<file path="config.mk">
export PLATFORM = sky130hd
export DESIGN_NAME = roundKeyStore
export DESIGN_NICKNAME = d
export VERILOG_FILES = /design/src/logic/aesDecPkg.sv /design/src/logic/roundKeyStore.sv
export VERILOG_INCLUDE_DIRS = /design/src /design/src/logic
export SDC_FILE = /design/constraint.sdc
export NUM_CORES = 1
export LEC_CHECK = 0
export ABC_AREA = 1
export BUFFER_PORTS_ARGS = -buffer_cell sky130_fd_sc_hd__buf_2
export CAP_MARGIN = 20
export CORE_AREA = 3 3 604 606
export CTS_CLUSTER_SIZE = 16
export DETAILED_ROUTE_END_ITERATION = 10
export DIE_AREA = 0 0 607 609
export GPL_TIMING_DRIVEN = 1
export PLACE_DENSITY = 0.34
export SLEW_MARGIN = 15
export SYNTH_ARGS = -nofsm -noshare
export SYNTH_HDL_FRONTEND = slang
export SYNTH_SLANG_ARGS = --single-unit
</file>
<file path="constraint.sdc">
create_clock -name clk -period 2.04 [get_ports clk]
set_input_delay 0.408 -clock clk [delete_from_list [all_inputs] [get_ports clk]]
set_output_delay 0.408 -clock clk [all_outputs]
set_load 0.05 [all_outputs]
</file>
<file path="src/logic/aesDec_params.svh">
`ifndef AES_DEC_PARAMS_SVH
`define AES_DEC_PARAMS_SVH

// words of 32 bits in one block.
`define AES_NB 4

// AES-128 runs ten rounds after the initial key addition.
`define AES_NR 10

`define AES_BLOCK_W 128

// the schedule holds one four-word round key per round plus the whitening key.
`define AES_KEYWORDS 44
`define AES_EXPKEY_W 1408

// low byte of x^8 + x^4 + x^3 + x + 1.
`define AES_GF_REDUCE 8'h1b

`endif
</file>
<file path="src/logic/aesDecPkg.sv">
`include "aesDec_params.svh"

package aesDecPkg;

    // one state byte.
    typedef logic [7:0] byteT;

    // one column of the state or one word of the key schedule.
    typedef logic [31:0] wordT;

    // column c sits in bits 127-32c down to 96-32c, row 0 in the top byte.
    typedef logic [`AES_BLOCK_W-1:0] blockT;

    // word i of the schedule sits in bits 32i+31 down to 32i.
    typedef logic [`AES_EXPKEY_W-1:0] expKeyT;

    typedef logic [3:0] roundIdxT;

    typedef enum logic [1:0]
    {
        IDLE,
        WHITEN,
        ROUNDS
    } decStateT;

endpackage

</file>
<file path="src/logic/roundKeyStore.sv">
`timescale 1ns/1ps
`include "aesDec_params.svh"

module roundKeyStore
    import aesDecPkg::*;
(
    input  logic     clk,
    input  logic     rstN,
    input  logic     keyLoad,
    input  expKeyT   expandedKey,
    input  roundIdxT keyRound,
    output blockT    roundKey
);

    wordT       keyWords [0:`AES_KEYWORDS-1];
    logic [5:0] baseIdx;
    logic       loaded;

    always_ff @(posedge clk)
    begin
        if (keyLoad)
        begin
            for (int i = 0; i < `AES_KEYWORDS; i++)
                keyWords[i] <= expandedKey[32*i +: 32];
        end
    end

    always_ff @(posedge clk)
    begin
        if (!rstN)
            loaded <= 1'b0;
        else if (keyLoad)
            loaded <= 1'b1;
    end

    // word 4r lands in column 0, the top of the block.
    assign baseIdx  = 6'(keyRound) * 6'(`AES_NB);
    assign roundKey = {keyWords[baseIdx], keyWords[baseIdx + 6'd1],
                       keyWords[baseIdx + 6'd2], keyWords[baseIdx + 6'd3]};

    keyRoundInRange: assert property (@(posedge clk) disable iff (!rstN)
        loaded |-> keyRound <= roundIdxT'(`AES_NR));

endmodule

</file>
==> summary.md <==
| Metric | Value |
|---|---|
| WP data arrival | `2050 ps` |
| ANT nets after route | `0` |
| Worst Max-Slew Pin Slew | `607.3 ps` |
| Leakage power total | `0.04289 uW` |
| Final Hold Viols | `0` |
| Max reg flops | `1408` |
| Worst IR Drop VDD | `559.6 uV` |
| Fin nets | `slightly below 10000` |
| Avg Cell Area, Syn | `~11 um2` |
| Most flops, register | `keyWords` |
| Net Count, Synth | `6565` |
| Root buffer cell | `clkbuf_16` |
| Final worst slack | `-415.3 ps` |
| Max Cap Viol | `0` |
| DR pass1 iterations | `5` |
| Most frequent CP cell | `nand3_2` |
| Gr usage total | `16.12%` |
| Port buffer count | `1541` |
| Main area contributors after synthesis | `edfxtp_1 (73%), nand2_1 (11%), nand3_1 (7.7%), inv_1 (5.0%), o211ai_1 (1.6%)` |
| CP max stage delay | `480 ps` |
| Fin. max-slew vios | `0` |
| First-pass GRT wire length | `422.6 mm` |
| Cell taking the most area after synthesis | `edfxtp_1` |
| Status | `finished, violations left` |
| Post-synthesis sequential area ratio | `72.58%` |
| Final worst path period need | `between 2000 and 2500 ps` |
| Largest net degree at the start of global routing | `between 80 and 90` |
| Delay-heaviest family, CP | `flip-flops` |
| Clk sink count | `1408` |
| Area of the multi-input gates | `0.01576 mm2` |
| Required @ worst endpoint | `1630 ps` |
| DRT iter0 DRCs | `3211` |
| Grt ovf | `0` |
| Chain of cells forming the critical path | `inv_2 -> nand2_4 -> nand3_2 -> nand3_2 -> nand3_2 -> nand2_2 -> buf_6 -> buf_12` |
| Max_slew headroom | `approximately three fifths` |
| Vias in the first global route | `54605` |
| Crit-path max FO | `1` |
| Period utilization | `120.4%` |
| WS Path Type | `reg -> out` |
| Fin Hold WS | `~270 ps` |
| Setup Viol. Count Final | `128` |
| Die X | `607 um` |
| Worst-path clk slew | `60 ps` |
| Hpwl dp | `234.2 mm` |
| # fillers | `37810` |
| Biggest regs | `keyWords (1408)` |
| Routability-driven placement congestion ratio | `0.8517` |
| Crit path buf inv count | `3` |
| Reg area | `0.04228 mm2` |
| Die Height | `slightly above 600 um` |
| Crit start category | `register` |
| Synth cell types | `10` |
| Drt total wl | `~310 mm` |
| Crit path to | `roundKey[68]` |
| Starting density of the core | `16.20%` |
| Synth-to-layout area growth | `72.88%` |
| Drt wl/cell | `23.15 um` |
| Syn Std Cell Area | `around 0.058 mm2` |
| Post-route DRC violation count | `0` |
| Clk buf depth | `4` |
| Synthesized instance count | `5150` |
| Critical Path End Type | `output port` |
| Via/cell ratio | `approximately 3.8` |
| CTS tree | `yes` |
| WP depth | `8` |
| H-tree depth | `4` |
| Slowest CP cell | `edfxtp_1` |
| Yosys warnings | `0` |
| Hold Path Class | `in -> reg` |
| Yosys reg bits | `1408` |
| Hold Crit Depth | `2` |
| Io pins | `1543` |
| Standard-cell rows | `220` |
| Fraction of layout cells with a size suffix above 1 | `a little over a third` |
| Routed vias | `51135` |
| Fmax | `407.3 MHz` |
| Core box area | `0.3595 mm2` |
| Number of buffers created by CTS | `183` |
| Die area | `0.3697 mm2` |
| Initial antenna violation count | `96` |
| Final Total Pwr | `81200 uW` |
| Failing checks | `negative setup slack` |
| CP Launch Point | `keyWords[9][4]` |
| Yosys top cell area share | `72.58%` |
| Power density cells | `806.3 mW/mm2` |
| RSZ-0062 raised after global routing | `true` |
[layout make-up]
type | instances | area share, %
Sequential cell | 1408 | 41.98
Timing Repair Buffer | 3317 | 27.58
Multi-Input combinational cell | 2688 | 15.65
Tap cell | 4773 | 5.930
Clock buffer | 225 | 4.788
Inverter | 772 | 2.936
Clock inverter | 106 | 0.9530
Antenna cell | 74 | 0.1839
[cells by family after synthesis]
group | Yosys count | synth area share (%)
compound gates | 128 | 1.650
simple gates | 2560 | 18.42
buf+inv | 1054 | 7.348
flops | 1408 | 72.58
[where the power goes]
group | internal [uW] | leakage (uW) | switching, uW
registers | 34400 | 0.0138 | 770
logic | 6140 | 0.0263 | 7730
clock network | 18600 | 0.00281 | 13600
[layer usage]
metal  global-route usage, %  vias up  part of all wire [%]
li1                        -    23775                     -
met1                   18.76    25366                    39
met2                   30.06     1545                    53
met3                   2.365      419                   4.5
met4                   4.981       30                   3.0
met5                       0        -                 0.063
[Yosys cell counts]
| library cell | count |
|---|---|
| buf_1 | 14 |
| buf_2 | 145 |
| buf_4 | 38 |
| clkbuf_1 | 85 |
| edfxtp_1 | 1408 |
| inv_1 | 770 |
| inv_2 | 2 |
| nand2_1 | 1664 |
| nand3_1 | 896 |
| o211ai_1 | 128 |
[placed cells by master (no fill, tap or decap), types with 3 or more instances in the layout]
| cell type | Yosys | final |
|---|---|---|
| buf_12 | 0 | 184 |
| bufbuf_16 | 0 | 4 |
| buf_6 | 0 | 32 |
| clkinv_8 | 0 | 4 |
| inv_1 | 770 | 674 |
| inv_8 | 0 | 3 |
| inv_6 | 0 | 5 |
| nand2_1 | 1664 | 1394 |
| nand3_1 | 896 | 445 |
| edfxtp_1 | 1408 | 1408 |
| bufinv_16 | 0 | 14 |
| nand2_2 | 0 | 188 |
| clkbuf_16 | 0 | 187 |
| nand3_2 | 0 | 357 |
| buf_8 | 0 | 33 |
| nand2_4 | 0 | 80 |
| inv_2 | 2 | 89 |
| clkinvlp_4 | 0 | 6 |
| buf_16 | 0 | 5 |
| inv_4 | 0 | 4 |
| o211ai_1 | 128 | 128 |
| buf_2 | 145 | 1409 |
| buf_4 | 38 | 241 |
| clkinv_4 | 0 | 6 |
| clkinv_2 | 0 | 25 |
| dlygate4sd3_1 | 0 | 1409 |
| nand3_4 | 0 | 94 |
| diode_2 | 0 | 74 |
| inv_16 | 0 | 3 |
| clkinv_1 | 0 | 44 |
| clkbuf_1 | 85 | 38 |
[worst min path at each step]
stage,start,end
after floorplan,expandedKey[0],keyWords[0][0]
after global placement,expandedKey[1296],keyWords[40][16]
after detailed placement,expandedKey[1195],keyWords[37][11]
after CTS,expandedKey[1402],keyWords[43][26]
after global routing,expandedKey[1254],keyWords[39][6]
final,expandedKey[1129],keyWords[35][9]
[per-stage QoR]
stage                     TNS [ps]  utilization (%)  setup WS (ps)  instances  instance area (um2)
after floorplan                  0                -          90.37       5150                58250
after global placement      -58180            21.15         -735.3      11554                76020
after detailed placement    -57500            21.15         -687.7      11554                76020
after CTS                   -57030            27.65         -671.6      13291                99410
after global routing        -54500            28.00         -563.8      13351               100700
final                       -36910            28.01         -415.3      13363               100700
[timing repair]
| action | CTS | global route |
|---|---|---|
| gates resized for setup | 869 | 288 |
| pin swaps | 281 | 166 |
| hold buffers | 1409 | 0 |
| gates cloned | 5 | 0 |
| endpoints found under the setup margin | 128 | 128 |
| hold endpoints to repair | 1412 | 0 |
| setup buffers | 3 | 5 |
Power figures use the tool's default switching activity.
