[src/logic/aesDec_params.svh]
`ifndef AES_DEC_PARAMS_SVH
`define AES_DEC_PARAMS_SVH

// words of 32 bits in one block.
`define AES_NB 4

// AES-128 runs ten rounds after the initial key addition.
`define AES_NR 10

`define AES_BLOCK_W 128

// the schedule holds one four-word round key per round plus the whitening key.
`define AES_KEYWORDS 44
`define AES_EXPKEY_W 1408

// low byte of x^8 + x^4 + x^3 + x + 1.
`define AES_GF_REDUCE 8'h1b

`endif
[src/logic/aesDecPkg.sv]
`include "aesDec_params.svh"

package aesDecPkg;

    // one state byte.
    typedef logic [7:0] byteT;

    // one column of the state or one word of the key schedule.
    typedef logic [31:0] wordT;

    // column c sits in bits 127-32c down to 96-32c, row 0 in the top byte.
    typedef logic [`AES_BLOCK_W-1:0] blockT;

    // word i of the schedule sits in bits 32i+31 down to 32i.
    typedef logic [`AES_EXPKEY_W-1:0] expKeyT;

    typedef logic [3:0] roundIdxT;

    typedef enum logic [1:0]
    {
        IDLE,
        WHITEN,
        ROUNDS
    } decStateT;

endpackage

[src/logic/aesDecryptCtrl.sv]
`timescale 1ns/1ps
`include "aesDec_params.svh"

module aesDecryptCtrl
    import aesDecPkg::*;
(
    input  logic     clk,
    input  logic     rstN,
    input  logic     inValid,
    input  blockT    cipherText,
    input  blockT    roundKey,
    input  blockT    nextState,
    output logic     keyLoad,
    output roundIdxT keyRound,
    output blockT    roundState,
    output logic     finalRound,
    output logic     outValid,
    output blockT    plainText
);

    decStateT curState;

    // a strobe is only taken while idle, so one block is in flight at a time.
    assign keyLoad    = (curState == IDLE) && inValid;
    assign finalRound = (keyRound == '0);

    always_ff @(posedge clk)
    begin
        if (!rstN)
        begin
            curState  <= IDLE;
            keyRound  <= '0;
            outValid  <= 1'b0;
            plainText <= '0;
        end
        else
        begin
            outValid <= 1'b0;
            case (curState)
                IDLE:
                begin
                    if (inValid)
                    begin
                        keyRound <= roundIdxT'(`AES_NR);
                        curState <= WHITEN;
                    end
                end
                WHITEN:
                begin
                    keyRound <= keyRound - 4'd1;
                    curState <= ROUNDS;
                end
                ROUNDS:
                begin
                    if (finalRound)
                    begin
                        outValid  <= 1'b1;
                        plainText <= nextState;
                        curState  <= IDLE;
                    end
                    else
                        keyRound <= keyRound - 4'd1;
                end
                default:
                    curState <= IDLE;
            endcase
        end
    end

    // whitening uses round key 10, then each edge in ROUNDS takes one inverse round.
    always_ff @(posedge clk)
    begin
        if (keyLoad)
            roundState <= cipherText;
        else if (curState == WHITEN)
            roundState <= roundState ^ roundKey;
        else if (curState == ROUNDS)
            roundState <= nextState;
    end

    singleStrobe: assert property (@(posedge clk) disable iff (!rstN)
        outValid |=> !outValid);

    roundBound: assert property (@(posedge clk) disable iff (!rstN)
        keyRound <= roundIdxT'(`AES_NR));

endmodule

[config.mk]
export PLATFORM = sky130hd
export DESIGN_NAME = aesDecryptCtrl
export DESIGN_NICKNAME = d
export VERILOG_FILES = /design/src/logic/aesDecPkg.sv /design/src/logic/aesDecryptCtrl.sv
export VERILOG_INCLUDE_DIRS = /design/src /design/src/logic
export SDC_FILE = /design/constraint.sdc
export NUM_CORES = 1
export LEC_CHECK = 0
export BUFFER_PORTS_ARGS = -buffer_cell sky130_fd_sc_hd__buf_2
export CAP_MARGIN = 30
export CORE_AREA = 4 4 253 255
export DETAILED_ROUTE_END_ITERATION = 7
export DIE_AREA = 0 0 257 259
export GPL_TIMING_DRIVEN = 0
export HOLD_SLACK_MARGIN = 0.1
export PLACE_DENSITY_LB_ADDON = 0.12
export SLEW_MARGIN = 10
export SYNTH_ARGS = -nofsm -noshare
export SYNTH_HDL_FRONTEND = slang
export SYNTH_SLANG_ARGS = --single-unit
export TNS_END_PERCENT = 10
[constraint.sdc]
create_clock -name clk -period 4.62 [get_ports clk]
set_input_delay 0.231 -clock clk [delete_from_list [all_inputs] [get_ports clk]]
set_output_delay 0.231 -clock clk [all_outputs]
set_load 0.02 [all_outputs]
==> out/summary.md <==
STA classifies the critical path startpoint as a flip-flop. The critical path goes through inv_1 > ha_1 > and2_1 > buf_2 > buf_2 > buf_2 > buf_2 > buf_2. The switching part of the total power was 41.6%. The power per cell area was 589 nW/um^2.

STA classifies the critical path endpoint as an output pin. The clock network accounts for 21.6% of the total power. Worst ir drop on vdd: 320 uV.

The layout cell share with drive strength beyond 1 is 33.1%, and the maximum number of pins on one net before global-route repair is 48. The run gives 0.0147 ns as the worst clock skew. Cell taking the most area after synthesis: sky130_fd_sc_hd__edfxtp_1. Summed over all layers, the routed wires come to 58,200 microns.

At the worst endpoint, the arrival time is 3.06 ns. The tools report the worst reg2reg path startpoint as curState[1]. Sequential cells were found to cover 52.8% of the synthesized design area. The cell family with the largest share of critical-path delay is buffers and inverters. The total number of cells along the worst setup path works out to 8. The core outline area is 61,600 sq um.

In this run the worst setup path terminates at keyLoad. The number of sinks on the clock net was 263. In this run the tool buffered the top-level ports with 648 buffer cells.

In this run the deepest clock path goes through 3 buffers. For the worst-skew pair, the clock arrives at the later sink with an insertion delay of 0.52 ns. The worst hold path begins at roundKey[41].

Dominant synthesized flop cell: sky130_fd_sc_hd__dfxtp_1. The total count of max-transition violations in the final report came out at 0. The count of flip-flops with a built-in enable after synthesis is 128, and the standby leakage power is 8.88 nW. The DRC violation total after the first TritonRoute iteration was 531; the post-layout total power was 0.0120 W. The clock period could shrink to 3.29 ns. For this configuration, the core starts out at a cell density of 20.1%. The flow ran to the end, and the final reports show no timing, DRC or antenna violations. The count of TritonRoute iterations in the first routing pass was 5.

By area the synthesized netlist is led by sky130_fd_sc_hd__edfxtp_1 31%, sky130_fd_sc_hd__dfxtp_1 22%, sky130_fd_sc_hd__nand2_1 12%, sky130_fd_sc_hd__mux2i_1 11%, sky130_fd_sc_hd__xor2_1 9.0%. The total global routing overflow is 0. The run gives 1.38 ns as the setup slack on the worst flop-to-flop path. Total of flip-flops plus latches after synthesis: 263. For the buffer count from post-CTS setup fixing, the log shows 0. The run gives 16.6% as the total routing resource utilization after global routing.

Total nets after synthesis: 1,686. The die extent in x works out to 257 microns. The net load switching power was 0.00501 W; the via density per instance was 4.13. The total number of nets in the final design came out at 2,638. The wire-length estimate of the detail-placed layout is 44,900 microns.

The congestion estimate from routability-driven global placement came to 0.849. The run gives 0 as the number of hold violations in the final report. Path class of the lowest-slack min-delay path: in -> reg.

The terminus of the critical flop-to-flop path is roundState[61]. 650 I/O pins were placed. The proportion of power drawn by flip-flops and latches is 34.3%, and the final cycle utilization of the critical path is 71.2%.

At the worst endpoint, the required time is 4.39 ns. The CTS H-tree depth is 2. For the synthesized instance count, the log shows 1,292. Global routing consumed, on the met2 layer, 30.2% of the routing resources. The run gives 44.1% as the relative contribution of combinational cells to total power. The number of antenna violations at the first check in global routing was 4. The headroom to the max-slew limit came out at 50.0%. The delay of the slowest cell on the worst path is 0.54 ns. The synthesized netlist occupies a cell area of 12,400 sq um. The clock buffer count from CTS was 37; the via count was 12,800. The detail route stage leaves a number of antenna-violating nets equal to 0. The synthesized design devotes to its leading area cell type 31.0% of total area. Worst setup path startpoint: curState[1]. The number of fillers in the final layout came out at 6,546.

The fraction of registers with async set/reset came out at 0%. The die covers 66,600 sq um. The number of cells after detailed placement is 2,780, and the average wire per standard cell is 18.7 microns. The logs give 304 MHz for the upper clock frequency limit and 0 for the total of endpoints with negative setup slack in the final report. The number of buffers and inverters on the critical path is 6. The initialized floorplan defines 91 standard-cell rows.

The clock-pin transition on the worst setup and hold timing paths works out to 0.05 ns. For the pin with the worst max-slew slack, the measured transition is 0.750 ns. For the met1 track utilization from global routing, the log shows 19.3%. The library cell contributing the largest single delay on the critical path is sky130_fd_sc_hd__buf_2. TritonCTS built the clock tree. Final hold analysis gives a worst-case slack of 0.208 ns.

The vertical extent of the die was 259 microns; the final core utilization was 33.2%. Across the run, the number of max-cap violations was 0. Setup repair after global routing left no endpoint under its margin. Routing layer with the top usage in global route: met2.

The first global-routing pass estimated 84,700 microns of wire. Number of cells upsized or downsized after cts: 0. The logs give 3,107 for the number of standard cells in the layout, taps in and fillers out and 13,400 for the via count of the first global-routing pass. Clock tree synthesis selected as its root buffer the cell sky130_fd_sc_hd__clkbuf_16.

In this run the worst path has a maximum fanout of 10. The number of hold buffers added after CTS was 262. The routing usage on met3 is 3.86%, and the post-synthesis area per instance is 9.59 sq um. For the cell-internal power, the log shows 0.00704 W. The count of cells along the worst register-to-register path came out at 8.

After detailed routing, the number of remaining DRC violations is 0. The number of warnings printed during yosys synthesis was 0; the layout overhead on the synthesized area was 65.0%. For the count of distinct cell types in the synthesized netlist, the log shows 28. By instance count, the cell type seen most on the critical path is sky130_fd_sc_hd__buf_2.

The setup path with the least slack is of type reg -> out.
[power groups by stage]
stage | Clock (W) | Sequential (W) | Combinational [W]
2_1_floorplan | 0 | 0.00507 | 0.00223
3_3_place_gp | 0 | 0.00420 | 0.00496
3_5_place_dp | 0 | 0.00416 | 0.00519
4_1_cts | 0.00272 | 0.00414 | 0.00541
5_1_grt | 0.00281 | 0.00421 | 0.00578
6_report | 0.00260 | 0.00413 | 0.00531
[metal layers]
| metal | wire, microns | vias up |
|---|---|---|
| met4 | 1690 | 2 |
| met3 | 3410 | 80 |
| met5 | 11 | - |
| met2 | 29900 | 416 |
| met1 | 23200 | 6035 |
| li1 | - | 6304 |
[cells in the final DEF, fill, tap and decap left out, drive strengths merged, types with 3 or more instances in the layout]
cell type | Yosys | final
buf | 55 | 706
nand2 | 392 | 392
dlygate4sd3 | 0 | 262
dfxtp | 135 | 135
mux2i | 131 | 131
a21oi | 129 | 129
xor2 | 128 | 128
o21ai | 128 | 128
edfxtp | 128 | 128
clkbuf | 33 | 90
ha | 7 | 7
clkinv | 0 | 7
inv | 6 | 6
or3 | 3 | 3
[layout make-up]
cell class	instances	area [sq um]	share of cell area [%]
inverter	6	22.5	0.110
tap	837	1050	5.12
clock buffer	57	1030	5.04
buffer	88	403	1.97
antenna	1	2.50	0.0122
clock inverter	7	38.8	0.190
multi-input combinational	935	5430	26.5
sequential	263	6550	32.0
timing repair buffer	913	5940	29.0
[cells by family after synthesis]
group,after synthesis,synth area share (%)
AND/OR/NAND/NOR,408,12.8
flip-flops,263,52.8
AO/OA/AOI/OAI,261,10.6
multiplexers,131,10.6
XOR/XNOR,128,9.05
buffers and inverters,94,3.43
adder cells (fa/ha/maj),7,0.707
[how the worst min path moves through the flow]
stage | endpoint | cells past startpoint
final | roundState[41] | 4
after global routing | roundState[83] | 4
after CTS | roundState[41] | 4
after detailed placement | plainText[38] | 2
after global placement | plainText[8] | 2
after floorplan | plainText[0] | 2
[registers in the layout, summed over array words and instances, names as in the netlist]
signal,count
plainText,128
curState,2
outValid,1
keyRound,4
roundState,128
[worst min-delay path, delay by kind of cell]
kind | cells | cell delay, ns
compound gates | 1 | 0.08
mux | 1 | 0.11
xor+xnor | 1 | 0.05
buf+inv | 1 | 0.08
[through the flow]
| step | setup WS [ns] | TNS, ns | cell area, sq um |
|---|---|---|---|
| detailed placement | 1.28 | 0 | 16800 |
| finish | 1.33 | 0 | 20500 |
| global route | 1.02 | 0 | 20500 |
| CTS | 1.12 | 0 | 20400 |
| floorplan | 0.167 | 0 | 12400 |
| global placement | -2.81 | -356.00 | 16700 |
[Yosys cell counts, types with 2 or more instances]
library cell	number
sky130_fd_sc_hd__nand2_1	392
sky130_fd_sc_hd__dfxtp_1	135
sky130_fd_sc_hd__mux2i_1	131
sky130_fd_sc_hd__a21oi_1	129
sky130_fd_sc_hd__edfxtp_1	128
sky130_fd_sc_hd__o21ai_0	128
sky130_fd_sc_hd__xor2_1	128
sky130_fd_sc_hd__buf_2	52
sky130_fd_sc_hd__clkbuf_1	33
sky130_fd_sc_hd__ha_1	7
sky130_fd_sc_hd__inv_1	6
sky130_fd_sc_hd__or3_1	3
sky130_fd_sc_hd__a211oi_1	2
sky130_fd_sc_hd__buf_4	2
sky130_fd_sc_hd__nor2b_1	2
sky130_fd_sc_hd__nor4_1	2
Note: power is estimated with default switching activity, not from simulation.
